**src/design/refcount_pkg.sv**
```systemverilog
// shared types and frame layout for the frequency reference counter
// widths, frame constants and the packer state encoding

package refcount_pkg;

	// cycle count of one reference period, saturates at all ones
	typedef logic [31:0] count_t;

	// frame serial number, wraps after 65535
	typedef logic [15:0] sernum_t;

	// one byte on the fifo and on the fx2 data bus
	typedef logic [7:0] byte_t;

	// frame layout
	localparam int    FRAME_BYTES = 8;      // sync, status, sernum x2, count x4
	localparam byte_t SYNC_BYTE   = 8'hA5;  // first byte of every frame

	// status byte bit positions, remaining bits are zero
	localparam int FLAG_SHORT = 0;  // period below the window
	localparam int FLAG_LONG  = 1;  // period above the window

	// byte positions inside a frame
	localparam int IDX_SYNC   = 0;
	localparam int IDX_STATUS = 1;
	localparam int IDX_SN_HI  = 2;
	localparam int IDX_SN_LO  = 3;
	localparam int IDX_CNT_3  = 4;  // count msb first
	localparam int IDX_CNT_2  = 5;
	localparam int IDX_CNT_1  = 6;
	localparam int IDX_CNT_0  = 7;

	// packer fsm
	typedef enum logic [1:0] {
		IDLE,   // waiting for a finished period
		CHECK,  // looking at fifo free space
		EMIT    // pushing the eight frame bytes
	} packer_state_t;

endpackage
```
**src/design/period_if.sv**
```systemverilog
// period handoff from the counter to the frame packer
// count and flags hold steady from one valid strobe to the next

`timescale 1ns/1ns

interface period_if import refcount_pkg::*; ();

	count_t count;      // cycles in the finished period
	logic   valid;      // one cycle strobe per finished period
	logic   short_err;  // count below MIN_COUNT
	logic   long_err;   // count above MAX_COUNT

	// counter side
	modport producer (output count, output valid, output short_err, output long_err);

	// packer side
	modport consumer (input count, input valid, input short_err, input long_err);

endinterface

```
**src/design/ref_counter_top.sv**
```systemverilog
// frequency reference counter top level
// 1 pps gated count of FX2_CLK, framed and streamed into the FX2 slave fifo

`timescale 1ns/1ns

module ref_counter_top import refcount_pkg::*; #(
	parameter count_t MIN_COUNT  = 32'd23_990_000,  // acceptance window, low end
	parameter count_t MAX_COUNT  = 32'd24_010_000,  // acceptance window, high end
	parameter int     FIFO_DEPTH = 16               // byte fifo depth, power of two
) (
	input  logic       FX2_CLK,
	input  logic       reset_i,
	input  logic       one_pps_i,    // reference pulse
	input  logic [2:0] fx2_flags_i,  // FX2 fifo flags, bit 2 not full
	output byte_t      fx2_fd_o,     // FX2 fifo data
	output logic       fx2_slwr_o,   // FX2 write strobe, active low
	output logic [1:0] led_o         // [1] period error, [0] FX2 full
);

	localparam int FREE_W = $clog2(FIFO_DEPTH) + 1;

	logic              gate;
	byte_t             pk_data;
	logic              pk_wr;
	logic              frame_err;
	logic [FREE_W-1:0] fifo_free;
	byte_t             fifo_data;
	logic              fifo_empty;
	logic              fifo_rd;

	period_if per_if ();  // counter to packer

	pps_edge_detect u_edge (
		.FX2_CLK (FX2_CLK),
		.reset_i (reset_i),
		.pps_i   (one_pps_i),
		.gate_o  (gate)
	);

	period_counter #(.MIN_COUNT(MIN_COUNT), .MAX_COUNT(MAX_COUNT)) u_count (
		.FX2_CLK (FX2_CLK),
		.reset_i (reset_i),
		.gate_i  (gate),
		.per_o   (per_if.producer)
	);

	frame_packer #(.FIFO_DEPTH(FIFO_DEPTH)) u_pack (
		.FX2_CLK     (FX2_CLK),
		.reset_i     (reset_i),
		.per_i       (per_if.consumer),
		.free_i      (fifo_free),
		.wr_data_o   (pk_data),
		.wr_en_o     (pk_wr),
		.frame_err_o (frame_err)
	);

	byte_fifo #(.FIFO_DEPTH(FIFO_DEPTH)) u_fifo (
		.FX2_CLK   (FX2_CLK),
		.reset_i   (reset_i),
		.wr_data_i (pk_data),
		.wr_en_i   (pk_wr),
		.rd_en_i   (fifo_rd),
		.rd_data_o (fifo_data),
		.empty_o   (fifo_empty),
		.free_o    (fifo_free)
	);

	fx2_fifo_writer u_usb (
		.FX2_CLK     (FX2_CLK),
		.reset_i     (reset_i),
		.rd_data_i   (fifo_data),
		.empty_i     (fifo_empty),
		.rd_en_o     (fifo_rd),
		.fx2_flags_i (fx2_flags_i),
		.fx2_fd_o    (fx2_fd_o),
		.fx2_slwr_o  (fx2_slwr_o)
	);

	assign led_o = {frame_err, ~fx2_flags_i[2]};  // red lights while the FX2 is full

endmodule

```
**src/design/fx2_fifo_writer.sv**
```systemverilog
// fx2 slave fifo writer
// pulls bytes from the byte fifo and strobes them into the FX2 while it has room

`timescale 1ns/1ns

module fx2_fifo_writer import refcount_pkg::*; (
	input  logic       FX2_CLK,
	input  logic       reset_i,
	input  byte_t      rd_data_i,    // arrives the cycle after rd_en_o
	input  logic       empty_i,
	output logic       rd_en_o,
	input  logic [2:0] fx2_flags_i,  // bit 2 is the FX2 full flag, active low
	output byte_t      fx2_fd_o,
	output logic       fx2_slwr_o    // active low write strobe
);

	localparam int FULL_N_BIT = 2;

	logic  room;      // FX2 has space
	logic  fetch_q;   // read issued, data lands this cycle
	logic  hold_q;    // byte parked on the bus
	byte_t fd_q;

	assign room = fx2_flags_i[FULL_N_BIT];

	// one byte in flight: fetch only when nothing is pending
	assign rd_en_o = ~fetch_q & ~hold_q & ~empty_i & room;

	always_ff @(posedge FX2_CLK) begin
		if (reset_i) begin
			fetch_q <= 1'b0;
			hold_q  <= 1'b0;
			fd_q    <= '0;  // bus idles at zero
		end else begin
			fetch_q <= rd_en_o;
			if (fetch_q) begin
				fd_q   <= rd_data_i;  // capture from fifo read register
				hold_q <= 1'b1;
			end else if (hold_q && room) begin
				hold_q <= 1'b0;  // strobe went out this cycle
			end
		end
	end

	// strobe follows the live full flag so a write never hits a full FX2
	// after a write hold_q drops and the refetch takes a cycle, so slwr never sits low twice
	assign fx2_slwr_o = ~(hold_q & room);
	assign fx2_fd_o   = fd_q;

endmodule

```
**src/design/byte_fifo.sv**
```systemverilog
// single clock byte fifo
// circular buffer with occupancy count, reports free space to the packer

`timescale 1ns/1ns

module byte_fifo import refcount_pkg::*; #(
	parameter int FIFO_DEPTH = 16  // power of two
) (
	input  logic  FX2_CLK,
	input  logic  reset_i,
	input  byte_t wr_data_i,
	input  logic  wr_en_i,
	input  logic  rd_en_i,
	output byte_t rd_data_o,                      // valid the cycle after rd_en_i
	output logic  empty_o,
	output logic  [$clog2(FIFO_DEPTH):0] free_o   // slots left
);

	localparam int AW = $clog2(FIFO_DEPTH);

	byte_t         mem [FIFO_DEPTH];
	logic [AW-1:0] wr_ptr_q;
	logic [AW-1:0] rd_ptr_q;
	logic [AW:0]   used_q;   // bytes stored
	logic          do_wr;
	logic          do_rd;

	assign do_wr = wr_en_i & (used_q != (AW+1)'(FIFO_DEPTH));  // full write ignored
	assign do_rd = rd_en_i & (used_q != '0);                   // empty read ignored

	always_ff @(posedge FX2_CLK) begin
		if (reset_i) begin
			wr_ptr_q <= '0;
			rd_ptr_q <= '0;
			used_q   <= '0;
		end else begin
			if (do_wr) wr_ptr_q <= wr_ptr_q + 1'b1;  // pointers wrap at depth
			if (do_rd) rd_ptr_q <= rd_ptr_q + 1'b1;
			case ({do_wr, do_rd})
				2'b10:   used_q <= used_q + 1'b1;
				2'b01:   used_q <= used_q - 1'b1;
				default: used_q <= used_q;  // both or neither
			endcase
		end
	end

	// storage and read register
	always_ff @(posedge FX2_CLK) begin
		if (do_wr) mem[wr_ptr_q] <= wr_data_i;
		if (do_rd) rd_data_o <= mem[rd_ptr_q];
	end

	assign empty_o = (used_q == '0);
	assign free_o  = (AW+1)'(FIFO_DEPTH) - used_q;

endmodule

```
**src/design/frame_packer.sv**
```systemverilog
// frame packer
// turns each finished period into an eight byte frame and pushes it into the byte fifo

`timescale 1ns/1ns

module frame_packer import refcount_pkg::*; #(
	parameter int FIFO_DEPTH = 16  // depth of the byte fifo behind us
) (
	input  logic FX2_CLK,
	input  logic reset_i,
	period_if.consumer per_i,                        // finished periods
	input  logic [$clog2(FIFO_DEPTH):0] free_i,      // free slots in the byte fifo
	output byte_t wr_data_o,
	output logic  wr_en_o,
	output logic  frame_err_o                        // last period was out of window
);

	localparam int FREE_W = $clog2(FIFO_DEPTH) + 1;

	packer_state_t state_q;
	sernum_t       sernum_q;   // serial for the next measured period
	logic [2:0]    idx_q;      // byte index inside the frame

	// frame snapshot, payload only
	sernum_t frm_sn_q;
	count_t  frm_cnt_q;
	logic    frm_short_q;
	logic    frm_long_q;
	byte_t   status;

	// serial counts every measured period, dropped or not
	always_ff @(posedge FX2_CLK) begin
		if (reset_i) begin
			sernum_q    <= '0;
			frame_err_o <= 1'b0;
		end else if (per_i.valid) begin
			sernum_q    <= sernum_q + sernum_t'(1);
			frame_err_o <= per_i.short_err | per_i.long_err;  // led follows every period
		end
	end

	// snapshot taken only when idle; a period arriving mid frame is lost
	always_ff @(posedge FX2_CLK) begin
		if (state_q == IDLE && per_i.valid) begin
			frm_sn_q    <= sernum_q;
			frm_cnt_q   <= per_i.count;
			frm_short_q <= per_i.short_err;
			frm_long_q  <= per_i.long_err;
		end
	end

	always_ff @(posedge FX2_CLK) begin
		if (reset_i) begin
			state_q <= IDLE;
			idx_q   <= '0;
		end else begin
			case (state_q)
				IDLE: if (per_i.valid) state_q <= CHECK;
				CHECK: begin
					idx_q <= '0;
					if (free_i >= FREE_W'(FRAME_BYTES)) state_q <= EMIT;  // whole frame fits
					else state_q <= IDLE;                                 // drop it
				end
				EMIT: begin
					idx_q <= idx_q + 3'd1;
					if (idx_q == 3'(FRAME_BYTES - 1)) state_q <= IDLE;  // last byte out
				end
				default: state_q <= IDLE;
			endcase
		end
	end

	// status byte, unused bits zero
	always_comb begin
		status             = '0;
		status[FLAG_SHORT] = frm_short_q;
		status[FLAG_LONG]  = frm_long_q;
	end

	assign wr_en_o = (state_q == EMIT);  // one byte per cycle while emitting

	// byte select, msb first for the multi byte fields
	always_comb begin
		case (idx_q)
			3'(IDX_SYNC):   wr_data_o = SYNC_BYTE;
			3'(IDX_STATUS): wr_data_o = status;
			3'(IDX_SN_HI):  wr_data_o = frm_sn_q[15:8];
			3'(IDX_SN_LO):  wr_data_o = frm_sn_q[7:0];
			3'(IDX_CNT_3):  wr_data_o = frm_cnt_q[31:24];
			3'(IDX_CNT_2):  wr_data_o = frm_cnt_q[23:16];
			3'(IDX_CNT_1):  wr_data_o = frm_cnt_q[15:8];
			default:        wr_data_o = frm_cnt_q[7:0];
		endcase
	end

endmodule

```
**src/design/period_counter.sv**
```systemverilog
// period counter
// counts FX2_CLK cycles between gate pulses and checks each period against the window

`timescale 1ns/1ns

module period_counter import refcount_pkg::*; #(
	parameter count_t MIN_COUNT = 32'd23_990_000,  // shortest accepted period
	parameter count_t MAX_COUNT = 32'd24_010_000   // longest accepted period
) (
	input  logic FX2_CLK,
	input  logic reset_i,
	input  logic gate_i,          // one cycle gate from the edge detector
	period_if.producer per_o      // finished period out
);

	count_t cnt_q;    // cycles since the last gate
	logic   armed_q;  // set once the first gate has been seen

	// free running counter, restarted by every gate
	// after the gate cycle it reads 1, so at the next gate it equals the distance
	always_ff @(posedge FX2_CLK) begin
		if (reset_i) begin
			cnt_q <= '0;
		end else if (gate_i) begin
			cnt_q <= count_t'(1);
		end else if (cnt_q != '1) begin  // saturate, never wrap
			cnt_q <= cnt_q + count_t'(1);
		end
	end

	// first gate after reset only opens the measurement
	always_ff @(posedge FX2_CLK) begin
		if (reset_i) begin
			armed_q <= 1'b0;
		end else if (gate_i) begin
			armed_q <= 1'b1;
		end
	end

	// valid strobe, one cycle after the closing gate
	always_ff @(posedge FX2_CLK) begin
		if (reset_i) begin
			per_o.valid <= 1'b0;
		end else begin
			per_o.valid <= gate_i & armed_q;
		end
	end

	// latch count and window flags, held until the next period closes
	always_ff @(posedge FX2_CLK) begin
		if (gate_i && armed_q) begin
			per_o.count     <= cnt_q;
			per_o.short_err <= (cnt_q < MIN_COUNT);
			per_o.long_err  <= (cnt_q > MAX_COUNT);
		end
	end

endmodule

```
**src/design/pps_edge_detect.sv**
```systemverilog
// reference edge detect
// brings the async 1 pps input into the FX2_CLK domain, one gate pulse per rising edge

`timescale 1ns/1ns

module pps_edge_detect (
	input  logic FX2_CLK,
	input  logic reset_i,
	input  logic pps_i,    // asynchronous 1 pps reference
	output logic gate_o    // one cycle pulse per rising edge
);

	logic [1:0] sync_q;  // two flop synchronizer, [0] sees the pin
	logic       edge_q;  // last synchronized level

	// synchronizer chain
	always_ff @(posedge FX2_CLK) begin
		if (reset_i) begin
			sync_q <= 2'b00;
		end else begin
			sync_q <= {sync_q[0], pps_i};  // shift toward [1]
		end
	end

	// remember the previous level so a high pps is only seen once
	always_ff @(posedge FX2_CLK) begin
		if (reset_i) begin
			edge_q <= 1'b0;
		end else begin
			edge_q <= sync_q[1];
		end
	end

	// registered pulse, low to high on the synchronized line
	always_ff @(posedge FX2_CLK) begin
		if (reset_i) begin
			gate_o <= 1'b0;
		end else begin
			gate_o <= sync_q[1] & ~edge_q;
		end
	end

	// a pulse wider than one cycle still gives a single gate,
	// edge_q follows sync_q[1] so the and term drops after one clock
	// pulses narrower than a clock period may be missed entirely

endmodule

```
**config.mk**
```make
export PLATFORM = sky130hd
export DESIGN_NAME = ref_counter_top
export DESIGN_NICKNAME = d
export VERILOG_FILES = /design/src/design/refcount_pkg.sv /design/src/design/period_if.sv /design/src/design/ref_counter_top.sv /design/src/design/fx2_fifo_writer.sv /design/src/design/byte_fifo.sv /design/src/design/frame_packer.sv /design/src/design/period_counter.sv /design/src/design/pps_edge_detect.sv
export SDC_FILE = /design/constraint.sdc
export NUM_CORES = 1
export LEC_CHECK = 0
export BUFFER_PORTS_ARGS = -buffer_cell sky130_fd_sc_hd__clkbuf_2
export CELL_PAD_IN_SITES_DETAIL_PLACEMENT = 2
export CELL_PAD_IN_SITES_GLOBAL_PLACEMENT = 2
export CORE_ASPECT_RATIO = 0.6
export CORE_MARGIN = 1
export CORE_UTILIZATION = 50
export CTS_CLUSTER_SIZE = 8
export DETAILED_ROUTE_END_ITERATION = 10
export PLACE_DENSITY_LB_ADDON = 0.12
export SYNTH_ARGS = -nofsm -noshare
export SYNTH_HDL_FRONTEND = slang
export SYNTH_SLANG_ARGS = --single-unit
```
**constraint.sdc**
```tcl
create_clock -name FX2_CLK -period 6.4 [get_ports FX2_CLK]
set_input_delay 0.32 -clock FX2_CLK [delete_from_list [all_inputs] [get_ports FX2_CLK]]
set_output_delay 0.32 -clock FX2_CLK [all_outputs]
set_load 0.02 [all_outputs]
```
Yosys cells after proc, flatten, opt, wreduce, memory -nomap -nowiden
Memories as Yosys holds them, arrays and structs flattened. A register that Yosys moved wholly into a read port is not among the register bits.
Cells that the tools add are included.
{ "word_totals": {"register_bits": 167, "mem_bits_rw": 128, "wordCells": 92, "memories": 1} }
{ "op_classes": {"addsub": 8, "magnitude_cmp": 3, "n_eq_ne": 15, "mux": 13, "bitwise_logic": 15, "n_reduce_logical": 13} }
{ "mem_list": {"columns": ["memory", "words", "width", "rd", "rd_ports_with_merged_regs", "wr", "line", "text"], "rows": [
  ["u_fifo.mem", 16, 8, 1, 1, 1, "byte_fifo.sv:21", "byte_t mem [FIFO_DEPTH];"]
]} }
{ "ops": {"columns": ["operator", "n"], "rows": [
  ["$pmux 8 s7", 1],
  ["$add 32x1->32 const B", 1],
  ["$gt 32x25->1 const B", 1],
  ["$lt 32x25->1 const B", 1],
  ["$ne 32x32->1 const B", 1],
  ["$add 16x1->16 const B", 1],
  ["$eq 3x3->1 const B", 4],
  ["$pmux 5 s2", 1],
  ["$add 4x1->4 const B", 2],
  ["$and 1x1->1", 8],
  ["$reduce_bool 2->1", 4],
  ["$eq 3x2->1 const B", 2],
  ["$mux 1", 6],
  ["$mux 2", 3],
  ["$not 1->1", 6],
  ["$pmux 2 s3", 1],
  ["$pmux 3 s2", 1],
  ["$add 5x1->5 const B", 1],
  ["$ge 5x4->1 const B", 1],
  ["$logic_not 5->1", 1],
  ["$ne 5x5->1 const B", 1],
  ["$reduce_bool 5->1", 1],
  ["$sub 5x1->5 const B", 1],
  ["$sub 5x5->5 const A", 1],
  ["11 further kinds", 16]
]} }

Depth between registers and ports, before layout
{ "depth": {"word_depth": 7, "mapped_depth": 12, "ltp_nobuf": 11} }

By module
Synthesis repeated with hierarchy kept, for this count alone.
{ "unflattened": {"cells_unflattened": 850, "hier_area_um2": 12509.5} }
{ "modules_own_cells": {"columns": ["module", "instances", "cells_per_inst", "area_per_inst_um2"], "rows": [
  ["byte_fifo", 1, 304, 6070.8],
  ["frame_packer", 1, 236, 3049.2],
  ["period_counter", 1, 266, 2892.8],
  ["fx2_fifo_writer", 1, 34, 374.1],
  ["pps_edge_detect", 1, 8, 111.4],
  ["ref_counter_top", 1, 2, 11.3]
]} }

Worst setup path before layout
OpenSTA, ideal clock, no wires.
{ "synth_path": {"kind": "register to register", "startpoint": "register u_usb.fetch_q", "endpoint": "register u_fifo.used_q[4]", "t_arrival_ps": 3018, "required_time_ps": 6329, "slack_ps": 3311, "path_stages_with_launch": 10, "path_buffers": 1, "cell_sequence": "dfxtp_1 -> clkbuf_1 -> nor4_2 -> ha_1 -> ha_1 -> a21o_1 -> a21oi_1 -> xor2_1 -> or3_1 -> a21oi_1"} }
{ "synth_via": {"elab_chain_cells": 7, "word_cells_on_any_way": 9} }
{ "synth_rtl": {"columns": ["item", "line", "text"], "rows": [
  ["from (decl)", "fx2_fifo_writer.sv:20", "logic fetch_q;"],
  ["from (signal assigned)", "fx2_fifo_writer.sv:35", "fetch_q <= rd_en_o;"],
  ["$not 1->1 (*)", "fx2_fifo_writer.sv:27", "assign rd_en_o = ~fetch_q & ~hold_q & ~empty_i & room;"],
  ["$and 1x1->1 (*) (3 in series)", "fx2_fifo_writer.sv:27", null],
  ["$and 1x1->1 (*)", "byte_fifo.sv:29", "assign do_rd = rd_en_i & (used_q != '0);"],
  ["named net u_fifo.do_rd", "byte_fifo.sv:26", "logic do_rd;"],
  ["$eq 2x1->1 / $eq 2x2->1 (equally long branches)", "byte_fifo.sv:39", "case ({do_wr, do_rd})"],
  ["$pmux 5 s2 / $reduce_bool 2->1 (equally long branches)", null, null],
  ["to (signal assigned)", "byte_fifo.sv:40", "2'b10: used_q <= used_q + 1'b1;"],
  ["to (signal assigned)", "byte_fifo.sv:41", "2'b01: used_q <= used_q - 1'b1;"],
  ["to (signal assigned)", "byte_fifo.sv:42", "default: used_q <= used_q;"],
  ["to (decl)", "byte_fifo.sv:24", "logic [AW:0] used_q;"]
]} }
Mark *: on every way through the listed nets, which the timed path passes. The rest lies on a longest branch.
A chain may end at the register's enable or synchronous reset.

Final worst setup path
{ "layout_path": {"startpoint": "register u_fifo.used_q[0]", "endpoint": "register u_fifo.used_q[4]"} }
{ "layout_via": {"elab_chain_cells": 7, "word_cells_on_any_way": 14} }
{ "layout_rtl": {"columns": ["item", "line", "text"], "rows": [
  ["$logic_not 5->1", "byte_fifo.sv:53", "assign empty_o = (used_q == '0);"],
  ["$not 1->1", "fx2_fifo_writer.sv:27", null],
  ["$and 1x1->1 (2 in series)", "fx2_fifo_writer.sv:27", null],
  ["$and 1x1->1", "byte_fifo.sv:29", null],
  ["$eq 2x1->1 / $eq 2x2->1 (equally long branches)", "byte_fifo.sv:39", null],
  ["$pmux 5 s2 / $reduce_bool 2->1 (equally long branches)", null, null]
]} }
Parallel ways exist; a longest one is shown, timed or not.

==> results summary <==
The flow ran to the end, and the final reports show no timing, DRC or antenna violations. Grouping stages by cell kind, the critical path spends the most delay in simple AND/OR/NAND/NOR gates. The number of setup buffers added after CTS is 0. The number of iterations in the first detailed-routing pass came out at 6. The worst setup skew after layout is 0.03276 ns. The number of instances in the synthesized netlist is 824. The sequential cell area fraction in the yosys report is 68.09%.

The maximum number of buffers from clock root to sink came out at 3. The synthesized area per cell is 14.74 sq um. The upper clock frequency limit is 0.2448 GHz. The horizontal extent of the die came out at 203.2 um.

After synthesis the netlist holds a flip-flop and latch count of 303. The worst hold-check path type is input port to register. The post-route minimum period is 4.085 ns. The critical path runs through a total of 11 cells.

The normalized max-slew margin came out at 5.130%. At the pin with the least slew margin, the transition time is 1.423 ns. The total count of max-transition violations in the final report was 0. The final count of negative-setup-slack endpoints is 0. The non-filler instance count after layout is 1197. The HPWL after detailed placement came out at 25.15 mm. Setup repair after global routing left no endpoint under its margin. The hold violation total from the final report came out at 0.

The share of flip-flops with an asynchronous set or reset is 0%. The final standard cell utilization of the core is 58.71%. The critical path is of the register to register type. The total I/O pin count came out at 17. TritonCTS built the clock tree. The power per cell area came out at 316.4 nW/um^2. The number of antenna violations at the first check in global routing came out at 2.

Entering global routing, the biggest net connects 57 pins. For this block, the via count after detailed routing is 8158. The DRC violation count after routing came out at 0.

The worst hold path terminates at u_edge.sync_q[0]. The slowest stage of the critical path is the nor2b_1 cell. The design area is 13770 sq um. The effective utilization at floorplan is 51.77%. The number of instances in the placed design came out at 1118. The number of buffers added to fix hold violations after cts is 0.

The detail route stage leaves a number of antenna-violating nets equal to 0. The data required time of the worst path came out at 6.83 ns. Walking the worst path, the cells encountered are nor4_1 -> ha_1 -> nor2b_1 -> inv_1 -> ha_1 -> fa_1 -> a21o_1 -> a21oi_1 -> xor2_1 -> or3_1 -> a21oi_1.

The later-pin clock latency in the skew report came out at 0.55 ns. The worst setup path is captured at a register. The worst setup path is launched from a register. The number of warnings reported in the yosys synthesis log came out at 0.

Summed over all layers, the global routing overflow is 0. The per-cell routed wire length came out at 37.25 um. The number of design-rule violations left by the first detailed-router iteration came out at 1068. The global routing usage summed across all routing layers came out at 37.04%.

The tree is rooted in a clkbuf_16. In this run the most critical hold path is launched from one_pps_i. The worst setup slack for register-to-register paths is 2.31 ns. The sum of buffers and inverters on the critical path is 1. The number of unique standard cell types used by synthesis is 55. The number of stages on the worst hold path is 2.

In this run the cell area of the synthesized design comes to 12140 sq um. In this run the critical register-to-register path is launched from u_fifo.used_q[0]. The number of antenna diodes in the final layout is 0. The row count came out at 43. The max capacitance violation total is 0. Dividing the final minimum period by the clock period gives 63.83%. The first-pass GRT wire length is 64.36 mm. The core region area is 23460 sq um.

The number of I/O port buffers came out at 14. Clock tree synthesis inserted a total of 43 buffers. The die span in y is 122.7 um. Gates resized during post-CTS repair numbered 0. The number of synthesized flops with an enable pin is 220.

The logic depth of the worst register-to-register path came out at 11. The count of nets after finishing is 878. The static leakage is 0.004545 uW.

Cells with a size suffix above 1 make up 14.63% of the layout. The via count of the first global-routing pass is 8712. The worst hold slack came out at 0.05598 ns. Setup total negative slack on the finished layout was measured at 0 ns. Clock-pin slew was measured on the worst setup and hold paths at 0.07 ns. The arrival time of data at the critical path endpoint is 4.52 ns.

Once placement finished, the instance area stood at 12500 sq um. The highest cell delay on the worst timing path is 0.91 ns. The clock sink count is 303. The die covers 24930 sq um. The layout-stage area growth over the synthesis result came out at 13.42%. The last weighted congestion value of the routability-driven placer came out at 0.8357.

In this run the number of H-tree levels came out at 2. The worst-case vdd ir drop is 242.1 uV. The worst register-to-register path ends at u_fifo.used_q[4].

The routed via count divided by cell count is 6.815. The final layout contains routed wiring with a total length of 44.58 mm. The main flop type after synthesis is edfxtp_1. Counting every net in the synthesized netlist gives 854. The maximum fanout encountered on the critical timing path came out at 9.
worst max path at each step:
stage / start / end / slack, ns
after global routing: u_fifo.used_q[0] / u_fifo.used_q[4] / 2.20
after detailed placement: u_fifo.used_q[0] / u_fifo.used_q[4] / 2.64
final: u_fifo.used_q[0] / u_fifo.used_q[4] / 2.31
after floorplan: u_usb.fetch_q / u_fifo.used_q[4] / 3.31
after global placement: u_fifo.used_q[0] / u_fifo.used_q[4] / 3.09
after CTS: u_fifo.used_q[0] / u_fifo.used_q[4] / 2.34
per-layer routing:
| metal | global-route usage (%) | up-vias | share of wire [%] |
|---|---|---|---|
| li1 | - | 3214 | - |
| met1 | 48.64 | 4263 | 40 |
| met2 | 59.64 | 546 | 46 |
| met3 | 9.665 | 133 | 9.5 |
| met4 | 14.00 | 2 | 3.8 |
| met5 | 0 | - | 0.027 |
placed cells by master, fill, tap and decap left out, drive strengths merged, types with 5 or more instances in the layout:
cell	instances
ha	23
a222oi	9
xor2	14
nor2b	10
nand3	18
and4	6
or4	5
edfxtp	220
buf	8
nor2	87
and3	13
nand4	21
nor3	10
o21ai	18
xnor2	23
inv	20
and2	5
or3	15
a21oi	41
nor4	8
a211oi	6
dfxtp	83
nand2	29
clkbuf	93
a31oi	6
mux4	40
mux2i	16
through the flow:
step,power (uW),setup WS (ns)
after floorplan,2141,3.311
after global placement,2148,3.092
after detailed placement,2151,2.643
after CTS,4372,2.339
after global routing,4439,2.203
final,4358,2.315
worst register-to-register path, stage by stage (launching register included):
cell and delay, ns:
dfxtp_1 0.49, nor4_1 0.20, ha_1 0.25, nor2b_1 0.91, inv_1 0.14, ha_1 0.35
fa_1 0.46, a21o_1 0.21, a21oi_1 0.20, xor2_1 0.13, or3_1 0.37, a21oi_1 0.26
logic make-up after synthesis:
| logic type | share of synthesized area (%) |
|---|---|
| flops | 68.09 |
| simple gates | 9.902 |
| compound gates | 5.791 |
| buf+inv | 2.184 |
| mux | 8.830 |
| xor+xnor | 2.669 |
| fa+ha+maj | 2.535 |
area by class of cell:
cell class	count	area [sq um]
Inverter	20	75.07
Sequential cell	303	8269
Timing Repair Buffer	22	130.1
Clock buffer	79	1254
Multi-Input combinational cell	458	3650
Fill cell	2016	9686
Tap cell	315	394.1
where the power goes:
part / switching, uW / internal (uW) / leakage (uW)
logic: 19.4 / 6.03 / 0.00130
clock network: 937 / 1310 / 0.000595
registers: 4.14 / 2080 / 0.00265
total: 960 / 3400 / 0.00454
flip-flops by register name, summed over array words and instances (netlist names), 2 cells and up:
register and cells:
u_fifo.mem 128, u_count.cnt_q 32, u_count.per_o.count 32, u_pack.frm_cnt_q 32
u_pack.frm_sn_q 16, u_pack.sernum_q 16, u_fifo.rd_data_o 8, u_usb.fx2_fd_o 8
u_fifo.used_q 5, u_fifo.rd_ptr_q 4, u_fifo.wr_ptr_q 4, u_pack.idx_q 3
u_edge.sync_q 2, u_pack.state_q 2
cell usage after synthesis, types with 10 or more instances:
cell type	count	area [sq um]
nor2b_1	10	62.56
edfxtp_1	220	6606
o21ai_0	18	90.09
ha_1	23	287.8
a21oi_1	40	200.2
nand4_1	20	125.1
clkbuf_1	30	112.6
and3_1	13	81.33
nor2_1	87	326.6
mux2i_1	16	160.2
mux4_2	40	900.9
xor2_1	14	122.6
nand3_1	18	90.09
or3_1	15	93.84
inv_1	20	75.07
xnor2_1	23	201.4
nand2_1	29	108.9
dfxtp_1	83	1662
Power figures use the tool's default switching activity.
